File: config.mk
export PLATFORM = sky130hd
export DESIGN_NAME = dummy_obf_top
export DESIGN_NICKNAME = d
export VERILOG_FILES = /design/src/common/dummy_pkg.sv /design/src/common/dummy_cfg_if.sv /design/src/hw/dummy_obf_top.sv /design/src/dummy_instr/dummy_instr_mux.sv /design/src/dummy_instr/dummy_instr_gen.sv /design/src/hw/dummy_csr_axil.sv /design/src/hw/dummy_lfsr.sv
export SDC_FILE = /design/constraint.sdc
export NUM_CORES = 1
export LEC_CHECK = 0
export BUFFER_PORTS_ARGS = -buffer_cell sky130_fd_sc_hd__buf_2
export CAP_MARGIN = 20
export CORE_MARGIN = 10
export CORE_UTILIZATION = 50
export CTS_CLUSTER_DIAMETER = 30
export DETAILED_ROUTE_END_ITERATION = 16
export PLACE_DENSITY = 0.75
export SYNTH_ARGS = -nofsm -noshare
export SYNTH_HDL_FRONTEND = slang
export SYNTH_SLANG_ARGS = --single-unit
File: constraint.sdc
create_clock -name clk_i -period 3.6 [get_ports clk_i]
set_input_delay 0.18 -clock clk_i [delete_from_list [all_inputs] [get_ports clk_i]]
set_output_delay 0.18 -clock clk_i [all_outputs]
set_load 0.02 [all_outputs]
File: src/common/dummy_pkg.sv
/*
 * Dummy instruction obfuscation package
 * Shared widths, types, register map and LFSR constants
 */
`default_nettype none

package dummy_pkg;

  // Instruction and field widths
  localparam int unsigned INSTR_W = 32;
  localparam int unsigned CNT_W   = 5;
  localparam int unsigned OP_W    = 5;
  localparam int unsigned MASK_W  = 3;
  localparam int unsigned LFSR_W  = 32;

  typedef logic [INSTR_W-1:0] instr_t;
  typedef logic [LFSR_W-1:0]  lfsr_state_t;
  typedef logic [CNT_W-1:0]   dummy_cnt_t;
  typedef logic [MASK_W-1:0]  mask_t;

  // Dummy instruction kinds, all R-type writing x0
  typedef enum logic [1:0] {
    DUMMY_ADD = 2'b00,
    DUMMY_MUL = 2'b01,
    DUMMY_DIV = 2'b10,
    DUMMY_AND = 2'b11
  } dummy_instr_e;

  localparam logic [6:0] OPCODE_OP = 7'h33;

  // Galois taps for x^32 + x^22 + x^2 + x + 1
  localparam lfsr_state_t LFSR_POLY         = 32'h8020_0003;
  localparam lfsr_state_t LFSR_DEFAULT_SEED = 32'hACE1_5A3D;

  // AXI4-Lite widths
  localparam int unsigned AXIL_ADDR_W = 4;
  localparam int unsigned AXIL_DATA_W = 32;

  typedef logic [AXIL_ADDR_W-1:0]   axil_addr_t;
  typedef logic [AXIL_DATA_W-1:0]   axil_data_t;
  typedef logic [AXIL_DATA_W/8-1:0] axil_strb_t;
  typedef logic [1:0]               axil_resp_t;

  localparam axil_resp_t AXIL_RESP_OKAY = 2'b00;

  // Register map
  localparam axil_addr_t REG_CTRL  = 4'h0;
  localparam axil_addr_t REG_SEED  = 4'h4;
  localparam axil_addr_t REG_COUNT = 4'h8;

endpackage

`default_nettype wire
File: src/common/dummy_cfg_if.sv
/*
 * Configuration bundle from the register block to the dummy generator,
 * with accepted-dummy events flowing back for counting
 */
`timescale 1ns/1ns
`default_nettype none

interface dummy_cfg_if;

  logic                   en;
  dummy_pkg::mask_t       mask;
  logic                   seed_valid;
  dummy_pkg::lfsr_state_t seed;
  // One pulse per dummy accepted by decode
  logic                   dummy_taken;

  modport csr (
    output en,
    output mask,
    output seed_valid,
    output seed,
    input  dummy_taken
  );

  modport gen (
    input  en,
    input  mask,
    input  seed_valid,
    input  seed,
    output dummy_taken
  );

endinterface

`default_nettype wire

File: src/hw/dummy_obf_top.sv
/*
 * Instruction obfuscation front end between fetch and decode
 * Register block, dummy generator and stream mux
 */
`timescale 1ns/1ns
`default_nettype none

module dummy_obf_top (
  input  wire logic                  clk_i,
  input  wire logic                  rst_ni,
  input  wire dummy_pkg::axil_addr_t s_awaddr_i,
  input  wire logic                  s_awvalid_i,
  output      logic                  s_awready_o,
  input  wire dummy_pkg::axil_data_t s_wdata_i,
  input  wire dummy_pkg::axil_strb_t s_wstrb_i,
  input  wire logic                  s_wvalid_i,
  output      logic                  s_wready_o,
  output      dummy_pkg::axil_resp_t s_bresp_o,
  output      logic                  s_bvalid_o,
  input  wire logic                  s_bready_i,
  input  wire dummy_pkg::axil_addr_t s_araddr_i,
  input  wire logic                  s_arvalid_i,
  output      logic                  s_arready_o,
  output      dummy_pkg::axil_data_t s_rdata_o,
  output      dummy_pkg::axil_resp_t s_rresp_o,
  output      logic                  s_rvalid_o,
  input  wire logic                  s_rready_i,
  input  wire logic                  fetch_valid_i,
  input  wire dummy_pkg::instr_t     fetch_instr_i,
  output      logic                  fetch_ready_o,
  output      logic                  id_valid_o,
  output      dummy_pkg::instr_t     id_instr_o,
  output      logic                  id_dummy_o,
  input  wire logic                  id_ready_i
);

  logic              insert;
  dummy_pkg::instr_t dummy_instr;

  dummy_cfg_if cfg_if ();

  dummy_csr_axil u_csr (
    .clk_i       (clk_i),
    .rst_ni      (rst_ni),
    .s_awaddr_i  (s_awaddr_i),
    .s_awvalid_i (s_awvalid_i),
    .s_awready_o (s_awready_o),
    .s_wdata_i   (s_wdata_i),
    .s_wstrb_i   (s_wstrb_i),
    .s_wvalid_i  (s_wvalid_i),
    .s_wready_o  (s_wready_o),
    .s_bresp_o   (s_bresp_o),
    .s_bvalid_o  (s_bvalid_o),
    .s_bready_i  (s_bready_i),
    .s_araddr_i  (s_araddr_i),
    .s_arvalid_i (s_arvalid_i),
    .s_arready_o (s_arready_o),
    .s_rdata_o   (s_rdata_o),
    .s_rresp_o   (s_rresp_o),
    .s_rvalid_o  (s_rvalid_o),
    .s_rready_i  (s_rready_i),
    .cfg         (cfg_if.csr)
  );

  dummy_instr_gen u_gen (
    .clk_i         (clk_i),
    .rst_ni        (rst_ni),
    .cfg           (cfg_if.gen),
    .fetch_valid_i (fetch_valid_i),
    .id_ready_i    (id_ready_i),
    .insert_o      (insert),
    .dummy_instr_o (dummy_instr)
  );

  // Zero-latency path from fetch to decode
  dummy_instr_mux u_mux (
    .fetch_valid_i (fetch_valid_i),
    .fetch_instr_i (fetch_instr_i),
    .fetch_ready_o (fetch_ready_o),
    .insert_i      (insert),
    .dummy_instr_i (dummy_instr),
    .id_ready_i    (id_ready_i),
    .id_valid_o    (id_valid_o),
    .id_instr_o    (id_instr_o),
    .id_dummy_o    (id_dummy_o)
  );

endmodule

`default_nettype wire

File: src/dummy_instr/dummy_instr_mux.sv
/*
 * Merges dummy instructions into the fetch-to-decode stream
 * Fetch is stalled while a dummy is presented
 */
`timescale 1ns/1ns
`default_nettype none

module dummy_instr_mux (
  input  wire logic              fetch_valid_i,
  input  wire dummy_pkg::instr_t fetch_instr_i,
  output      logic              fetch_ready_o,
  input  wire logic              insert_i,
  input  wire dummy_pkg::instr_t dummy_instr_i,
  input  wire logic              id_ready_i,
  output      logic              id_valid_o,
  output      dummy_pkg::instr_t id_instr_o,
  output      logic              id_dummy_o
);

  always_comb begin
    if (insert_i) begin
      // Dummy always valid, fetched word waits
      id_valid_o    = 1'b1;
      id_instr_o    = dummy_instr_i;
      id_dummy_o    = 1'b1;
      fetch_ready_o = 1'b0;
    end else begin
      id_valid_o    = fetch_valid_i;
      id_instr_o    = fetch_instr_i;
      id_dummy_o    = 1'b0;
      fetch_ready_o = id_ready_i;
    end
  end

endmodule

`default_nettype wire

File: src/dummy_instr/dummy_instr_gen.sv
/*
 * Dummy instruction generator: pseudo-random interval counter,
 * threshold compare and R-type dummy encoding
 */
`timescale 1ns/1ns
`default_nettype none

module dummy_instr_gen (
  input  wire logic              clk_i,
  input  wire logic              rst_ni,
  dummy_cfg_if.gen               cfg,
  input  wire logic              fetch_valid_i,
  input  wire logic              id_ready_i,
  output      logic              insert_o,
  output      dummy_pkg::instr_t dummy_instr_o
);

  dummy_pkg::lfsr_state_t          lfsr_state;
  dummy_pkg::dummy_cnt_t           lfsr_cnt;
  dummy_pkg::dummy_cnt_t           cnt_thresh;
  dummy_pkg::dummy_cnt_t           cnt_d;
  dummy_pkg::dummy_cnt_t           cnt_q;
  logic [dummy_pkg::OP_W-1:0]      op_a;
  logic [dummy_pkg::OP_W-1:0]      op_b;
  dummy_pkg::dummy_instr_e         instr_type;
  logic                            cnt_en;
  logic                            insert;
  logic                            dummy_taken;
  logic [6:0]                      funct7;
  logic [2:0]                      funct3;

  // LFSR advances once per accepted dummy
  dummy_lfsr u_lfsr (
    .clk_i        (clk_i),
    .rst_ni       (rst_ni),
    .seed_valid_i (cfg.seed_valid),
    .seed_i       (cfg.seed),
    .lfsr_en_i    (dummy_taken),
    .state_o      (lfsr_state)
  );

  // Low LFSR bits, from bit 0: count, op_a, op_b, type
  assign lfsr_cnt   = lfsr_state[dummy_pkg::CNT_W-1:0];
  assign op_a       = lfsr_state[dummy_pkg::CNT_W +: dummy_pkg::OP_W];
  assign op_b       = lfsr_state[dummy_pkg::CNT_W+dummy_pkg::OP_W +: dummy_pkg::OP_W];
  assign instr_type = dummy_pkg::dummy_instr_e'(
      lfsr_state[dummy_pkg::CNT_W+2*dummy_pkg::OP_W +: $bits(dummy_pkg::dummy_instr_e)]);

  // Mask shortens the longest interval, low two bits always free
  assign cnt_thresh = lfsr_cnt &
                      {cfg.mask, {(dummy_pkg::CNT_W-dummy_pkg::MASK_W){1'b1}}};

  assign insert      = cfg.en & (cnt_q == cnt_thresh);
  assign dummy_taken = insert & id_ready_i;

  // Count real and dummy instructions taken by decode
  assign cnt_en = cfg.en & id_ready_i & (fetch_valid_i | insert);
  assign cnt_d  = insert ? '0 : cnt_q + dummy_pkg::dummy_cnt_t'(1);

  always_ff @(posedge clk_i or negedge rst_ni) begin
    if (!rst_ni) begin
      cnt_q <= '0;
    end else if (cfg.seed_valid) begin
      // New seed restarts the interval
      cnt_q <= '0;
    end else if (cnt_en) begin
      cnt_q <= cnt_d;
    end
  end

  always_comb begin
    case (instr_type)
      dummy_pkg::DUMMY_ADD: begin
        funct7 = 7'b000_0000;
        funct3 = 3'b000;
      end
      dummy_pkg::DUMMY_MUL: begin
        funct7 = 7'b000_0001;
        funct3 = 3'b000;
      end
      dummy_pkg::DUMMY_DIV: begin
        funct7 = 7'b000_0001;
        funct3 = 3'b100;
      end
      dummy_pkg::DUMMY_AND: begin
        funct7 = 7'b000_0000;
        funct3 = 3'b111;
      end
      default: begin
        funct7 = 7'b000_0000;
        funct3 = 3'b000;
      end
    endcase
  end

  // funct7 | rs2 | rs1 | funct3 | rd=x0 | opcode
  assign dummy_instr_o = {funct7, op_b, op_a, funct3, {dummy_pkg::OP_W{1'b0}},
                          dummy_pkg::OPCODE_OP};

  assign insert_o        = insert;
  assign cfg.dummy_taken = dummy_taken;

endmodule

`default_nettype wire

File: src/hw/dummy_csr_axil.sv
/*
 * AXI4-Lite register block for the dummy instruction generator
 * Holds enable, interval mask, LFSR seed and the inserted-dummy count
 */
`timescale 1ns/1ns
`default_nettype none

module dummy_csr_axil (
  input  wire logic                  clk_i,
  input  wire logic                  rst_ni,
  input  wire dummy_pkg::axil_addr_t s_awaddr_i,
  input  wire logic                  s_awvalid_i,
  output      logic                  s_awready_o,
  input  wire dummy_pkg::axil_data_t s_wdata_i,
  input  wire dummy_pkg::axil_strb_t s_wstrb_i,
  input  wire logic                  s_wvalid_i,
  output      logic                  s_wready_o,
  output      dummy_pkg::axil_resp_t s_bresp_o,
  output      logic                  s_bvalid_o,
  input  wire logic                  s_bready_i,
  input  wire dummy_pkg::axil_addr_t s_araddr_i,
  input  wire logic                  s_arvalid_i,
  output      logic                  s_arready_o,
  output      dummy_pkg::axil_data_t s_rdata_o,
  output      dummy_pkg::axil_resp_t s_rresp_o,
  output      logic                  s_rvalid_o,
  input  wire logic                  s_rready_i,
  dummy_cfg_if.csr                   cfg
);

  logic                   wr_hs;
  logic                   rd_hs;
  logic                   ctrl_wr;
  logic                   seed_wr;
  logic                   bvalid_q;
  logic                   rvalid_q;
  dummy_pkg::axil_data_t  rdata_d;
  dummy_pkg::axil_data_t  rdata_q;
  logic                   en_q;
  dummy_pkg::mask_t       mask_q;
  dummy_pkg::lfsr_state_t seed_q;
  dummy_pkg::lfsr_state_t seed_new;
  dummy_pkg::axil_data_t  count_q;

  // Byte-lane merge of write data into a register value
  function automatic dummy_pkg::axil_data_t merge_strb(
    input dummy_pkg::axil_data_t old_val,
    input dummy_pkg::axil_data_t new_val,
    input dummy_pkg::axil_strb_t strb
  );
    dummy_pkg::axil_data_t res;
    res = old_val;
    for (int i = 0; i < $bits(strb); i++) begin
      if (strb[i]) begin
        res[8*i +: 8] = new_val[8*i +: 8];
      end
    end
    return res;
  endfunction

  // Address and data taken together, only with no response pending
  assign wr_hs       = s_awvalid_i & s_wvalid_i & ~bvalid_q;
  assign s_awready_o = wr_hs;
  assign s_wready_o  = wr_hs;

  assign ctrl_wr  = wr_hs & (s_awaddr_i == dummy_pkg::REG_CTRL) & s_wstrb_i[0];
  assign seed_wr  = wr_hs & (s_awaddr_i == dummy_pkg::REG_SEED) & (|s_wstrb_i);
  assign seed_new = merge_strb(seed_q, s_wdata_i, s_wstrb_i);

  always_ff @(posedge clk_i or negedge rst_ni) begin
    if (!rst_ni) begin
      bvalid_q <= 1'b0;
      en_q     <= 1'b0;
      mask_q   <= '0;
      seed_q   <= dummy_pkg::LFSR_DEFAULT_SEED;
    end else begin
      if (wr_hs) begin
        bvalid_q <= 1'b1;
      end else if (s_bready_i) begin
        bvalid_q <= 1'b0;
      end
      if (ctrl_wr) begin
        en_q   <= s_wdata_i[0];
        mask_q <= s_wdata_i[dummy_pkg::MASK_W:1];
      end
      if (seed_wr) begin
        seed_q <= seed_new;
      end
    end
  end

  // Wrapping count of accepted dummies
  always_ff @(posedge clk_i or negedge rst_ni) begin
    if (!rst_ni) begin
      count_q <= '0;
    end else if (cfg.dummy_taken) begin
      count_q <= count_q + dummy_pkg::axil_data_t'(1);
    end
  end

  // Read path, unmapped addresses return zero
  assign s_arready_o = ~rvalid_q;
  assign rd_hs       = s_arvalid_i & ~rvalid_q;

  always_comb begin
    rdata_d = '0;
    case (s_araddr_i)
      dummy_pkg::REG_CTRL:  rdata_d[dummy_pkg::MASK_W:0] = {mask_q, en_q};
      dummy_pkg::REG_SEED:  rdata_d = seed_q;
      dummy_pkg::REG_COUNT: rdata_d = count_q;
      default:              rdata_d = '0;
    endcase
  end

  always_ff @(posedge clk_i or negedge rst_ni) begin
    if (!rst_ni) begin
      rvalid_q <= 1'b0;
    end else if (rd_hs) begin
      rvalid_q <= 1'b1;
    end else if (s_rready_i) begin
      rvalid_q <= 1'b0;
    end
  end

  always_ff @(posedge clk_i) begin
    if (rd_hs) begin
      rdata_q <= rdata_d;
    end
  end

  assign s_bvalid_o = bvalid_q;
  assign s_bresp_o  = dummy_pkg::AXIL_RESP_OKAY;
  assign s_rvalid_o = rvalid_q;
  assign s_rdata_o  = rdata_q;
  assign s_rresp_o  = dummy_pkg::AXIL_RESP_OKAY;

  // Seed goes to the LFSR in the same cycle as the handshake
  assign cfg.en         = en_q;
  assign cfg.mask       = mask_q;
  assign cfg.seed_valid = seed_wr;
  assign cfg.seed       = seed_new;

endmodule

`default_nettype wire

File: src/hw/dummy_lfsr.sv
/*
 * Seedable 32-bit Galois LFSR, one step per enable
 */
`timescale 1ns/1ns
`default_nettype none

module dummy_lfsr (
  input  wire logic                   clk_i,
  input  wire logic                   rst_ni,
  input  wire logic                   seed_valid_i,
  input  wire dummy_pkg::lfsr_state_t seed_i,
  input  wire logic                   lfsr_en_i,
  output      dummy_pkg::lfsr_state_t state_o
);

  dummy_pkg::lfsr_state_t state_q;
  dummy_pkg::lfsr_state_t state_step;
  dummy_pkg::lfsr_state_t seed_safe;

  // All-zero state would never leave zero
  assign seed_safe = (seed_i == '0) ? dummy_pkg::LFSR_DEFAULT_SEED : seed_i;

  // Shift right, fold taps in when the low bit drops out
  always_comb begin
    state_step = state_q >> 1;
    if (state_q[0]) begin
      state_step = state_step ^ dummy_pkg::LFSR_POLY;
    end
  end

  always_ff @(posedge clk_i or negedge rst_ni) begin
    if (!rst_ni) begin
      state_q <= dummy_pkg::LFSR_DEFAULT_SEED;
    end else if (seed_valid_i) begin
      state_q <= seed_safe;
    end else if (lfsr_en_i) begin
      state_q <= state_step;
    end
  end

  assign state_o = state_q;

endmodule

`default_nettype wire

# [Yosys cells after proc, flatten, opt, wreduce, memory -nomap -nowiden]
# Cells that the tools add are included.
[classes] reduce_logical=12 n_mux=23 addsub=2 eq_ne=7 bitwise=16
[ops] cell="32-bit 2-to-1 mux" n=5
[ops] cell="28-bit one-hot mux with 2 select lines" n=1
[ops] cell="32-bit by 1-bit adder with 32-bit output (second input constant)" n=1
[ops] cell="32-bit zero test" n=1
[ops] cell="8-bit 2-to-1 mux" n=4
[ops] cell="5-bit 2-to-1 mux" n=3
[ops] cell="7-bit one-hot mux with 2 select lines" n=1
[ops] cell="4-bit one-hot mux with 3 select lines" n=1
[ops] cell="1-bit AND" n=11
[ops] cell="3-bit one-hot mux with 3 select lines" n=1
[ops] cell="4-bit by 3-bit equality test with 1-bit output (second input constant)" n=2
[ops] cell="4-bit zero test" n=2
[ops] cell="2-bit nonzero test" n=4
[ops] cell="1-bit 2-to-1 mux" n=7
[ops] cell="2-bit OR reduction" n=3
[ops] cell="5-bit by 1-bit adder with 5-bit output (second input constant)" n=1
[ops] cell="5-bit AND" n=1
[ops] cell="5-bit equality test" n=1
[ops] cell="2-bit equality test (second input constant)" n=2
[ops] cell="4-bit equality test (second input constant)" n=1
[ops] cell="3-bit NOT with 4-bit output" n=1
[ops] cell="4-bit OR reduction" n=1
[ops] cell="2-bit by 1-bit equality test with 1-bit output (second input constant)" n=1
[ops] cell="2-bit zero test" n=1
[ops] cell="2 further kinds" n=3
[totals] in_bits=85 word_cells=69 regBits=139

# [Depth between registers and ports, before layout]
# Gate-level depths: netlist of run 1.
[logic_depth] word_depth=7 depth_mapped=8 ltp_nobuf=6

# [Cells and area by module]
# A second synthesis of run 1 with hierarchy kept.
[hier_totals] cells_unflattened=613 area_unflattened_um2=7497.2
[by_module_without_submodules] module="dummy_csr_axil" instances=1 seq_area_each_um2=2733.9 cells_each=340 area_per_inst_um2=4740.8
[by_module_without_submodules] module="dummy_lfsr" instances=1 seq_area_each_um2=822.0 cells_each=175 area_per_inst_um2=1675.4
[by_module_without_submodules] module="dummy_instr_mux" instances=1 seq_area_each_um2=0.0 cells_each=39 area_per_inst_um2=556.8
[by_module_without_submodules] module="dummy_instr_gen" instances=1 seq_area_each_um2=125.1 cells_each=59 area_per_inst_um2=524.3

# [Least setup slack after synthesis of run 1]
# No wires, ideal clock.
[synth_path] path_type="reg-to-reg" start="register u_csr.rvalid_q (netlist: u_csr.s_rvalid_o)" end="register u_csr.rdata_q[0] (netlist: u_csr.s_rdata_o[0]), enable pin" slack_ns=1.225 setup_ns=0.426 path_stages_with_launch=2 path_buffers=0 arrival_ns=1.949 required_ns=3.174 period_less_slack_ns=2.375 cell_sequence="dfrtp_1 nor2b_1"
[synth_via] elab_chain_len=2
[synth_lines] item="from (decl)" line_no="dummy_csr_axil.sv:36" source="logic rvalid_q;"
[synth_lines] item="from (signal assigned)" line_no="dummy_csr_axil.sv:117" source="rvalid_q <= 1'b0;"
[synth_lines] item="from (signal assigned)" line_no="dummy_csr_axil.sv:119" source="rvalid_q <= 1'b1;"
[synth_lines] item="from (signal assigned)" line_no="dummy_csr_axil.sv:121" source="rvalid_q <= 1'b0;"
[synth_lines] item="1-bit NOT" line_no="dummy_csr_axil.sv:103" source="assign rd_hs = s_arvalid_i & ~rvalid_q;"
[synth_lines] item="1-bit AND" line_no="dummy_csr_axil.sv:103"
[synth_lines] item="via u_csr.rd_hs" line_no="dummy_csr_axil.sv:32" source="logic rd_hs;"
[synth_lines] item="to (signal assigned)" line_no="dummy_csr_axil.sv:127" source="rdata_q <= rdata_d;"
[synth_lines] item="to (decl)" line_no="dummy_csr_axil.sv:38" source="dummy_pkg::axil_data_t rdata_q;"
# The timed path passes the listed nets, and every way through them passes these cells.
# A chain may end at the register's enable or synchronous reset.

# [Final worst setup path of run 1]
[layout_path] start="register u_gen.u_lfsr.state_q[4] (netlist: u_gen.u_lfsr.state_o[4])" end="output port id_instr_o[17]"
[layout_via] elab_chain_len=4
[layout_lines] item="from (decl)" line_no="dummy_lfsr.sv:16" source="dummy_pkg::lfsr_state_t state_q;"
[layout_lines] item="from (signal assigned)" line_no="dummy_lfsr.sv:33" source="state_q <= dummy_pkg::LFSR_DEFAULT_SEED;"
[layout_lines] item="from (signal assigned)" line_no="dummy_lfsr.sv:35" source="state_q <= seed_safe;"
[layout_lines] item="from (signal assigned)" line_no="dummy_lfsr.sv:37" source="state_q <= state_step;"
[layout_lines] item="5-bit AND" line_no="dummy_instr_gen.sv:50" source="assign cnt_thresh = lfsr_cnt &"
[layout_lines] item="5-bit equality test" line_no="dummy_instr_gen.sv:53" source="assign insert = cfg.en & (cnt_q == cnt_thresh);"
[layout_lines] item="1-bit AND" line_no="dummy_instr_gen.sv:53"
[layout_lines] item="32-bit 2-to-1 mux" line_no="dummy_instr_mux.sv:21" source="if (insert_i) begin"
[layout_lines] item="to (decl)" line_no="dummy_obf_top.sv:32" source="output dummy_pkg::instr_t id_instr_o,"
# Every way passes these cells.

==> impl_results.md, run 1 <==
* Status: complete, no violations
* R2R Setup Slk at 1.03 ns
* Final Util at 62.03%
* Synth Area per Inst at 11.45 µm²
* Max-Slew Margin vs Limit at 39.89%
* Synth top area cells: dfrtp_1 (25%), edfxtp_1 (13%), dfstp_2 (12%), mux2i_1 (5.9%), mux2_2 (4.7%)
* Total gr overflow at 0
* Clock Latency Late Sink at 0.42 ns
* Clock sink count at 139
* Crit path max fanout at 15
* Max-cap violations at 0
* Post-place instance area at 8058 µm²
* TritonRoute pass-1 iters at 6
* Slowest stage delay, CP at 0.55 ns
* Io pins at 161
* Area leader, netlist: dfrtp_1
* Clock slew seen by the registers of the worst setup and hold paths at 0.06 ns
* Top cell family by delay on the critical path: flip-flops
* Vias in the first global route at 6,103
* Main combinational cell family by area after synthesis: simple AND/OR/NAND/NOR gates
* Most common cell in the netlist: dfrtp_1
* Worst Setup SP: u_gen.u_lfsr.state_o[4]$_DFFE_PN1P_
* Setup TNS Final at 0 ns
* Via Count at 5,766
* Drt drc at 0
* Clock Skew at 0.005303 ns
* Max Clock Freq at 369.7 MHz
* CTS tree: built
* CTS buffer count at 17
* Final critical-path share of the clock period at 75.13%
* Simple-gate share of the synthesized area at 16.58%
* DR iter-0 viols at 634
* Slew Viols, Final at 0
* Yosys Warn Count at 0
* Slowest CP cell: dfstp_2
* Final hold violations at 0
* Leak pwr at 3.985 nW
* Asr flop ratio synth at 76.98%
* Crit. End Element: output pin
* Largest net degree at the start of global routing at 89
* Die Wd at 139.8 µm
* R2r endpoint: u_csr.count_q[23]$_DFFE_PN0P_
* Antenna cells at 0
* CTS H-tree depth at 4
* Clock Tree Buf Depth at 2
* Initial antenna violation count at 0
* Final WL at 19.87 mm
* Starting Density at 51.31%
* Die Y at 139.8 µm
* GPL Wtd Cong at 0.8812
* GRT Resource Usage Total at 20.07%
* Critical Path, Cell by Cell: a21boi_0 -> nor4_4 -> nand3_2 -> inv_2 -> mux2_1 -> buf_2
* Sequential area share after synthesis at 51.29%
* FF-to-FF path depth at 5
* CP Data Required Time at 3.42 ns
* P&R area growth vs syn at 20.90%
* Synth Instances at 627
* Synth top area share at 25.45%
* FF-to-FF Start: u_csr.count_q[3]$_DFFE_PN0P_
* Wire per inst at 20.59 µm
* Synth Area in Compound Gates at 10.58%
* Crit path time final at 2.705 ns
* Synth unique cells at 60
* Hpwl dp at 14.16 mm
* FP Rows at 43
* Kind of critical path: register to output pin
* Port Buf Inserts at 156
* Main synth FF type: dfrtp_1
* Synth Area in XOR/XNOR at 4.271%
* Routed Antenna Nets at 0
* Levels on crit path at 6
* Peak supply drop at 0.4099 mV
* RSZ-0062 raised after global routing: false
* Post-synth EDFFs at 32
* Seq cells post-synth at 139
* DIE AREA at 19,550 µm²
* Floorplan core area at 13,990 µm²
* Data arrival, critical path at 2.52 ns
* Fraction of layout cells with a size suffix above 1 at 36.18%
* CP Capture Point: id_instr_o[17]
* Power Dens Cells at 558.7 nW/µm²
* Design area at 8677 µm²
* Average via count per standard cell at 5.975
* Hold_ws at 0.02176 ns
* Layout Nets at 861
* Mapped Area at 7177 µm²
* WP buf/inv at 2
* Setup Viol. Count Final at 0
* Least-Margin Pin Slew at 0.9017 ns
* Global-route wire length before repair at 31.85 mm
* HP Class: primary input to register
* Synth Area in Adders at 0.6974%
* Root Driver: clkbuf_16
* Post_cts resized at 0
* Startpoint types: register
* Commonest cells post-synth: dfrtp_1 (73), mux2i_1 (42), nor2_1 (35)
* Fill count at 1,079
* Mux share of post-synthesis cell area at 12.29%
metrics by stage:
step	worst slack [ns]	cells	total power, W
after detailed placement	1.180	929	0.003198
after global placement	1.352	929	0.003144
final	0.8954	965	0.004848
after CTS	0.8869	963	0.004858
after floorplan	1.225	630	0.002842
after global routing	0.7333	965	0.005079
cell type report:
type,instances,area [µm²],area share [%]
Sequential cell,139,3681,42.42
Clock buffer,26,529.3,6.100
Inverter,17,63.81,0.7354
Clock inverter,6,32.53,0.3749
Multi-Input combinational cell,428,3224,37.16
Tap cell,180,225.2,2.596
Timing Repair Buffer,169,920.9,10.61
state kept, by name, summed over array words and instances (netlist names), 3 cells and up:
name / cells
u_csr.cfg.mask: 3
u_csr.s_rdata_o: 32
u_csr.count_q: 32
u_gen.u_lfsr.state_o: 32
u_gen.cnt_q: 5
u_csr.seed_q: 32
worst reg2reg max path, cell delays in order (launching register included):
cell,delay (ns)
dfrtp_1,0.50
nand4_1,0.17
nor4_1,0.65
nand4_1,0.59
nor3_1,0.40
xor2_1,0.19
metal layers:
metal	global-route usage, %	wire (µm)	vias up
li1	-	-	2634
met1	23.86	7962	2814
met2	32.42	9742	273
met3	6.261	1564	45
met4	9.402	599	0
met5	0	0	-
logic make-up after synthesis:
group                    after synthesis
adder cells (fa/ha/maj)                4
XOR/XNOR                              35
AO/OA/AOI/OAI                         95
multiplexers                          83
flip-flops                           139
other                                  1
buffers and inverters                 63
AND/OR/NAND/NOR                      207
power breakdown:
group          internal (W)  switching [W]
logic              0.000416       0.000554
registers           0.00198       0.000257
clock network       0.00100       0.000637
what timing repair did:
action	4_1_cts	5_1_grt
buffers inserted	0	0
hold buffers	2	1
hold endpoints to repair	2	17
cells in the final DEF (no fill, tap or decap), types with 5 or more instances in the layout:
cell type | synthesis | final
a21oi_1 | 11 | 11
a221oi_1 | 13 | 13
a22o_1 | 28 | 28
a22oi_1 | 11 | 11
and2_1 | 16 | 16
buf_2 | 21 | 155
buf_4 | 9 | 9
clkbuf_16 | 0 | 17
clkbuf_8 | 0 | 7
dfrtp_1 | 73 | 73
dfstp_2 | 34 | 34
edfxtp_1 | 32 | 32
inv_1 | 16 | 16
mux2_1 | 11 | 11
mux2_2 | 30 | 30
mux2i_1 | 42 | 42
nand2_1 | 27 | 27
nand2b_1 | 5 | 5
nand3_1 | 28 | 28
nand4_1 | 14 | 14
nor2_1 | 35 | 35
nor3_1 | 33 | 33
nor4_1 | 14 | 14
nor4_2 | 8 | 8
o211ai_1 | 9 | 9
o21ai_0 | 5 | 5
xnor2_1 | 11 | 11
xor2_1 | 24 | 24
how the worst min path moves through the flow:
stage	slack [ns]	from	to	depth (start not counted)
after floorplan	-0.12	rst_ni	u_csr.cfg.en$_DFFE_PN0P_	0
after global placement	0.35	s_rready_i	u_csr.s_rvalid_o$_DFFE_PN0P_	2
after detailed placement	0.36	s_rready_i	u_csr.s_rvalid_o$_DFFE_PN0P_	2
after CTS	0.006	rst_ni	u_csr.count_q[11]$_DFFE_PN0P_	1
after global routing	0.01	s_wdata_i[13]	u_csr.seed_q[13]$_DFFE_PN0N_	2
final	0.02	s_wdata_i[13]	u_csr.seed_q[13]$_DFFE_PN0N_	2
(Power assumes the default switching activity.)
==> run 2: changes to the inputs <==
ABC_AREA = 1   (was not set)
PLACE_DENSITY = 0.74   (was 0.75)
clock period = 2.5 ns   (was 3.6 ns; I/O delays follow)
==> impl_results.md, run 2 <==
* Power Dens Cells at 809.3 nW/µm² (+45%)
* P&R area growth vs syn at 21.24%
* Setup Viol. Count Final at 0 (unchanged)
* Global-route wire length before repair at 34.44 mm (+8.1%)
* Via Count at 7,121 (+23%)
* Synth Instances at 1,021 (+63%)
* Setup TNS Final at 0 ns (unchanged)
* Least-Margin Pin Slew at 0.6915 ns (-0.2101 ns)
* Total gr overflow at 0 (unchanged)
* Kind of critical path: register to output pin
* Initial antenna violation count at 1 (+1)
* Wire per inst at 15.75 µm (-24%)
* TritonRoute pass-1 iters at 5 (-1)
* Routed Antenna Nets at 0 (unchanged)
* Leak pwr at 4.700 nW (+18%)
* Clock power share at 34.9% (+1.0 points)
* Synth Area per Inst at 7.542 µm² (-34%)
* Clock Tree Buf Depth at 2 (unchanged)
* Clock Latency Late Sink at 0.43 ns (about the same)
* CP Data Required Time at 2.38 ns (-1.04 ns)
* Crit. End Element: output pin
* Sw frac at 31.31% (+1.4 points)
* GRT Resource Usage Total at 21.15% (+1.1 points)
* Main synth FF type: dfrtp_1
* Slew Viols, Final at 0 (unchanged)
* Synth top area share at 23.72% (-1.7 points)
* Mapped Area at 7700 µm² (+7.3%)
* CTS H-tree depth at 4 (unchanged)
* Io pins at 161 (unchanged)
* Post-place instance area at 8606 µm² (+6.8%)
* Synth top area cells: dfrtp_1 (24%), nand2_1 (16%), edfxtp_1 (12%), dfstp_2 (12%), inv_1 (6.9%)
* Final WL at 21.76 mm (+9.5%)
* Starting Density at 50.84% (-0.47 points)
* Max-Slew Margin vs Limit at 53.90% (+14 points)
* Vias in the first global route at 7,014 (+15%)
* Crit path max fanout at 28 (+13)
* Area leader, netlist: dfrtp_1
* Commonest cells post-synth: nand2_1 (329), inv_1 (142), o21ai_0 (89)
* Floorplan core area at 15,150 µm² (+8.3%)
* FF-to-FF path depth at 9 (+4)
* Largest net degree at the start of global routing at 52 (-42%)
* Yosys Warn Count at 0 (unchanged)
* Max-cap violations at 0 (unchanged)
* Clock sink count at 139 (unchanged)
* Combinational share of power at 23.1% (+3.1 points)
* Internal power at 0.005189 W (+53%)
* Clock slew seen by the registers of the worst setup and hold paths at 0.06 ns (about the same)
* Hpwl dp at 16.23 mm (+15%)
* P_sw at 0.002366 W (+63%)
* Sequential Power Share at 42.0% (-4.1 points)
* CTS buffer count at 17 (unchanged)
* Fraction of layout cells with a size suffix above 1 at 22.30% (-14 points)
* FP Rows at 45 (+4.7%)
* Sequential area share after synthesis at 47.81% (-3.5 points)
* Hold Path Depth at 5 (+3)
* Max Clock Freq at 427.0 MHz
* Most common cell in the netlist: nand2_1
* RSZ-0062 raised after global routing: false
* Peak supply drop at 0.5464 mV (+33%)
* Data arrival, critical path at 2.22 ns (-0.30 ns)
* Startpoint types: register
* HP Class: primary input to register
* Status: complete, no violations
* Most frequent cells in the layout: nand2_1 (329), buf_2 (155), inv_1 (142), o21ai_0 (89), nor2_1 (78)
* Power Total at 0.007555 W (+56%)
* Design area at 9335 µm² (+7.6%)
* Synth unique cells at 35 (-42%)
* Die Y at 144.1 µm (+3.1%)
* Final hold violations at 0 (unchanged)
* DR iter-0 viols at 622 (-1.9%)
* Dpl cells at 1,340 (+44%)
* Commonest non-fill, non-tap cell in the layout: nand2_1
* DIE AREA at 20,760 µm² (+6.2%)
* CTS tree: built
* GPL Wtd Cong at 0.9546 (+8.3%)
* Layout Nets at 1,269 (+47%)
* Final critical-path share of the clock period at 93.67%
* Post-synth EDFFs at 32 (unchanged)
* Die Wd at 144.1 µm (+3.1%)
* Seq cells post-synth at 139 (unchanged)
* Crit path time final at 2.342 ns
* Asr flop ratio synth at 76.98% (unchanged)
* Finished Layout Cells at 1,382 (+43%)
* Clock Skew at 0.008229 ns (+0.002926 ns)
* Root Driver: clkbuf_16
* Drt drc at 0 (unchanged)
* Port Buf Inserts at 156 (unchanged)
* Final Util at 61.64% (-0.39 points)
* Average via count per standard cell at 5.153 (-14%)
run 2: cell count changes in the layout (fill, tap and decap cells not counted), sizes merged, moves of 28 or more:
| cell | delta |
|---|---|
| a22o | -28 |
| inv | +132 |
| mux2 | -41 |
| mux2i | -41 |
| nand2 | +307 |
| nor2 | +45 |
| o21ai | +86 |
run 2: kinds of logic after synthesis:
logic type      after synthesis  share of synthesized area (%)
compound gates              148                          10.20
xor+xnor                     30                          3.412
fa+ha+maj                     4                         0.6500
buf+inv                     191                          10.58
flops                       139                          47.81
mux                           1                         0.1300
other cells                   1                        0.04870
simple gates                507                          27.17
run 2: final cells by class:
type | instances | area (µm²)
tap | 188 | 235.2
timing repair buffer | 178 | 999.7
sequential | 139 | 3681
clock inverter | 9 | 105.1
antenna | 1 | 2.502
inverter | 150 | 575.6
fill | 1308 | 5811
clock buffer | 23 | 520.5
multi-input combinational | 694 | 3216
run 2: path summary, 6_finish.rpt:
path,startpoint,end,slack [ns]
worst max-delay path,u_gen.u_lfsr.state_o[0]$_DFFE_PN1P_,id_instr_o[1],0.16
worst min register to register,u_gen.u_lfsr.state_o[21]$_DFFE_PN1P_,u_gen.u_lfsr.state_o[21]$_DFFE_PN1P_,0.47
min in group asynchronous,rst_ni,u_csr.count_q[3]$_DFFE_PN0P_,0.30
max in group asynchronous,rst_ni,u_csr.seed_q[21]$_DFFE_PN1N_,1.45
worst max register to register,u_gen.u_lfsr.state_o[0]$_DFFE_PN1P_,u_gen.u_lfsr.state_o[1]$_DFFE_PN0P_,0.48
worst min-delay path,s_wdata_i[20],u_csr.seed_q[20]$_DFFE_PN0N_,0.08
run 2: power by group through the flow:
stage / Combinational, W / Sequential, W / Clock [W]
2_1_floorplan: 0.00118 / 0.00319 / 0
3_3_place_gp: 0.00168 / 0.00319 / 0
3_5_place_dp: 0.00171 / 0.00320 / 0
4_1_cts: 0.00175 / 0.00317 / 0.00265
5_1_grt: 0.00198 / 0.00324 / 0.00277
6_report: 0.00175 / 0.00318 / 0.00263
run 2: routing by layer:
| layer | vias to the layer above | wire length, µm | global-route usage, % |
|---|---|---|---|
| met5 | - | 0 | 0 |
| met3 | 38 | 1743 | 5.740 |
| met4 | 0 | 519 | 8.060 |
| li1 | 3527 | - | - |
| met1 | 3261 | 9216 | 26.42 |
| met2 | 295 | 10280 | 34.17 |
run 2: critical path, stage by stage, from the launching register on:
cell and delay, ns:
dfstp_2 0.61, nand2_1 0.09, o211ai_1 0.09, nor2_1 0.11, nand2_2 0.11, buf_6 0.23
inv_8 0.09, or2_2 0.29, buf_2 0.17
run 2: through the flow:
step / worst slack [ns] / hold WS [ns]
3_3_place_gp: 0.4751 / 0.2262
3_5_place_dp: 0.4185 / 0.2234
2_1_floorplan: 0.5059 / -0.1706
5_1_grt: 0.02524 / 0.1392
6_report: 0.1583 / 0.08095
4_1_cts: 0.05283 / 0.07588
run 2: what timing repair did:
action,in CTS,in global routing
hold buffers,9,0
endpoints found under the setup margin,6,6
hold endpoints to repair,45,0
gates resized for setup,1,3
gates cloned,0,0
setup buffers,0,0
==> run 3: changes to the inputs <==
CORE_MARGIN = 4   (was 10)
CORE_UTILIZATION = 55   (was 50)
CTS_CLUSTER_DIAMETER = 120   (was 30)
PLACE_DENSITY = 0.8   (was 0.74)
==> impl_results.md, run 3 (synthesis results as in run 2) <==
* Sequential Power Share at 42.7% (+0.7 points)
* Vias in the first global route at 7,061 (+0.67%)
* GPL Wtd Cong at 0.9320 (-2.4%)
* FP Rows at 42 (-6.7%)
* Power Dens Cells at 801.4 nW/µm² (-0.97%)
* Fraction of layout cells with a size suffix above 1 at 22.30% (unchanged)
* Data arrival, critical path at 2.20 ns (-0.02 ns)
* Final WL at 21.20 mm (-2.6%)
* CP Data Required Time at 2.38 ns (about the same)
* Clock Tree Buf Depth at 2 (unchanged)
* HP Class: primary input to register
* Slew Viols, Final at 0 (unchanged)
* Least-Margin Pin Slew at 0.6900 ns (-0.001556 ns)
* Commonest non-fill, non-tap cell in the layout: nand2_1
* RSZ-0062 raised after global routing: false
* Critical Path, Cell by Cell: nand2_1 -> o21ai_0 -> nor3_2 -> nand2_2 -> buf_6 -> inv_8 -> or2_2 -> buf_2
* Initial antenna violation count at 1 (unchanged)
* Startpoint types: register
* Peak supply drop at 0.5125 mV (-6.2%)
* TritonRoute pass-1 iters at 5 (unchanged)
* P&R area growth vs syn at 20.72%
* Hold_ws at 0.08133 ns (+0.0003851 ns)
* Slowest stage delay, CP at 0.54 ns (-0.07 ns)
* Crit path max fanout at 28 (unchanged)
* Wire per inst at 15.49 µm (-1.6%)
* Io pins at 161 (unchanged)
* Power Total at 0.007449 W (-1.4%)
* Max Clock Freq at 429.5 MHz (+0.56%)
* Crit. End Element: output pin
* Via Count at 7,288 (+2.3%)
* Final hold violations at 0 (unchanged)
* Antenna cells at 0 (-1)
* P_sw at 0.002364 W (about the same)
* Drt drc at 0 (unchanged)
* Status: complete, no violations
* Kind of critical path: register to output pin
* Average via count per standard cell at 5.324 (+3.3%)
* Root Driver: clkbuf_16
* Combinational share of power at 23.5% (+0.4 points)
* CTS buffer count at 17 (unchanged)
* Layout Nets at 1,269 (unchanged)
* Area occupied by multi-input gates at 3216 µm² (unchanged)
* Port Buf Inserts at 156 (unchanged)
* Setup TNS Final at 0 ns (unchanged)
* CTS H-tree depth at 4 (unchanged)
* Most frequent cells in the layout: nand2_1 (329), buf_2 (155), inv_1 (142), o21ai_0 (89), nor2_1 (78)
* Hpwl dp at 15.38 mm (-5.3%)
* Clock sink count at 139 (unchanged)
* Die Wd at 126.3 µm (-12%)
* Clock Latency Late Sink at 0.43 ns (about the same)
* Largest net degree at the start of global routing at 63 (+21%)
* Max-Slew Margin vs Limit at 53.95% (about the same)
* Global-route wire length before repair at 34.77 mm (+0.94%)
* Starting Density at 57.24% (+6.4 points)
* Floorplan core area at 13,450 µm² (-11%)
* Slowest CP cell: dfstp_2
* GRT Resource Usage Total at 27.16% (+6.0 points)
* Final critical-path share of the clock period at 93.14% (-0.53 points)
* Clock slew seen by the registers of the worst setup and hold paths at 0.06 ns (about the same)
* Sw frac at 31.74% (+0.42 points)
* Fill count at 1,111 (-15%)
* Die Y at 126.3 µm (-12%)
* CTS tree: built
* DR iter-0 viols at 715 (+15%)
* DIE AREA at 15,960 µm² (-23%)
* Clock Skew at 0.006826 ns (-0.001403 ns)
* Max-cap violations at 0 (unchanged)
* Crit path time final at 2.329 ns (-0.01315 ns)
* Leak pwr at 4.692 nW (-0.17%)
* FF+latch area at 3681 µm² (unchanged)
* Routed Antenna Nets at 0 (unchanged)
* Total gr overflow at 0 (unchanged)
* Internal power at 0.005085 W (-2.0%)
* Clock power share at 33.8% (-1.1 points)
* Setup Viol. Count Final at 0 (unchanged)
==> run 3: cell count changes in the layout (fill, tap and decap cells not counted), sizes merged <==
cell	before	now
bufinv	2	1
diode	1	0
inv	151	150
clkinv	4	6
==> run 3: timing repair <==
action,CTS,global route
endpoints found under the setup margin,6,6
buffers inserted,0,0
gates cloned,0,0
gates resized for setup,1,3
hold buffers,9,0
endpoints found under the hold margin,29,0
==> run 3: routing by layer <==
| layer | routed length [µm] | track usage [%] |
|---|---|---|
| met5 | 13 | 0 |
| met4 | 622 | 10.41 |
| met3 | 1778 | 6.179 |
| met2 | 10210 | 44.60 |
| met1 | 8575 | 35.29 |
==> run 3: power groups by stage <==
| stage | clock network, W | registers [W] | logic [W] |
|---|---|---|---|
| final | 0.00252 | 0.00318 | 0.00175 |
| after global placement | 0 | 0.00319 | 0.00166 |
| after detailed placement | 0 | 0.00321 | 0.00170 |
| after global routing | 0.00264 | 0.00324 | 0.00199 |
| after floorplan | 0 | 0.00319 | 0.00118 |
| after CTS | 0.00252 | 0.00318 | 0.00174 |
==> run 3: worst max-delay path, delay by kind of cell, from the launching register on <==
kind,cells,cell delay (ns)
and+or+nand+nor,4,0.55
buffers and inverters,3,0.48
DFF,1,0.54
AOI/OAI and AO/OA,1,0.20
==> run 3: cell type report <==
cell class	count	share of cell area (%)
Inverter	150	6.192
Multi-Input combinational cell	694	34.59
Clock buffer	23	5.600
Tap cell	176	2.369
Timing Repair Buffer	178	10.76
Sequential cell	139	39.60
Clock inverter	9	0.8884
==> run 3: path summary, 6_finish.rpt <==
check	startpoint	endpoint	slack (ns)	cells past startpoint
max	u_gen.u_lfsr.state_o[3]$_DFFE_PN1P_	id_instr_o[0]	0.17	8
min	s_wdata_i[18]	u_csr.seed_q[18]$_DFFE_PN0N_	0.08	5
max reg2reg	u_gen.u_lfsr.state_o[0]$_DFFE_PN1P_	u_csr.count_q[27]$_DFFE_PN0P_	0.39	9
min reg2reg	u_gen.u_lfsr.state_o[29]$_DFFE_PN1P_	u_gen.u_lfsr.state_o[29]$_DFFE_PN1P_	0.47	2
max in group asynchronous	rst_ni	u_csr.count_q[27]$_DFFE_PN0P_	1.46	3
min in group asynchronous	rst_ni	u_csr.seed_q[25]$_DFFE_PN0N_	0.23	2
==> run 3: metrics by stage <==
stage               cell area [µm²]  worst slack (ns)  utilization, %  std cells
floorplan                      7711            0.5059               -       1024
global placement               8591            0.4432           63.86       1328
detailed placement             8591            0.4053           63.86       1328
CTS                            9286           0.06155           69.03       1369
global route                   9295           0.03852           69.09       1369
finish                         9295            0.1715           69.09       1369
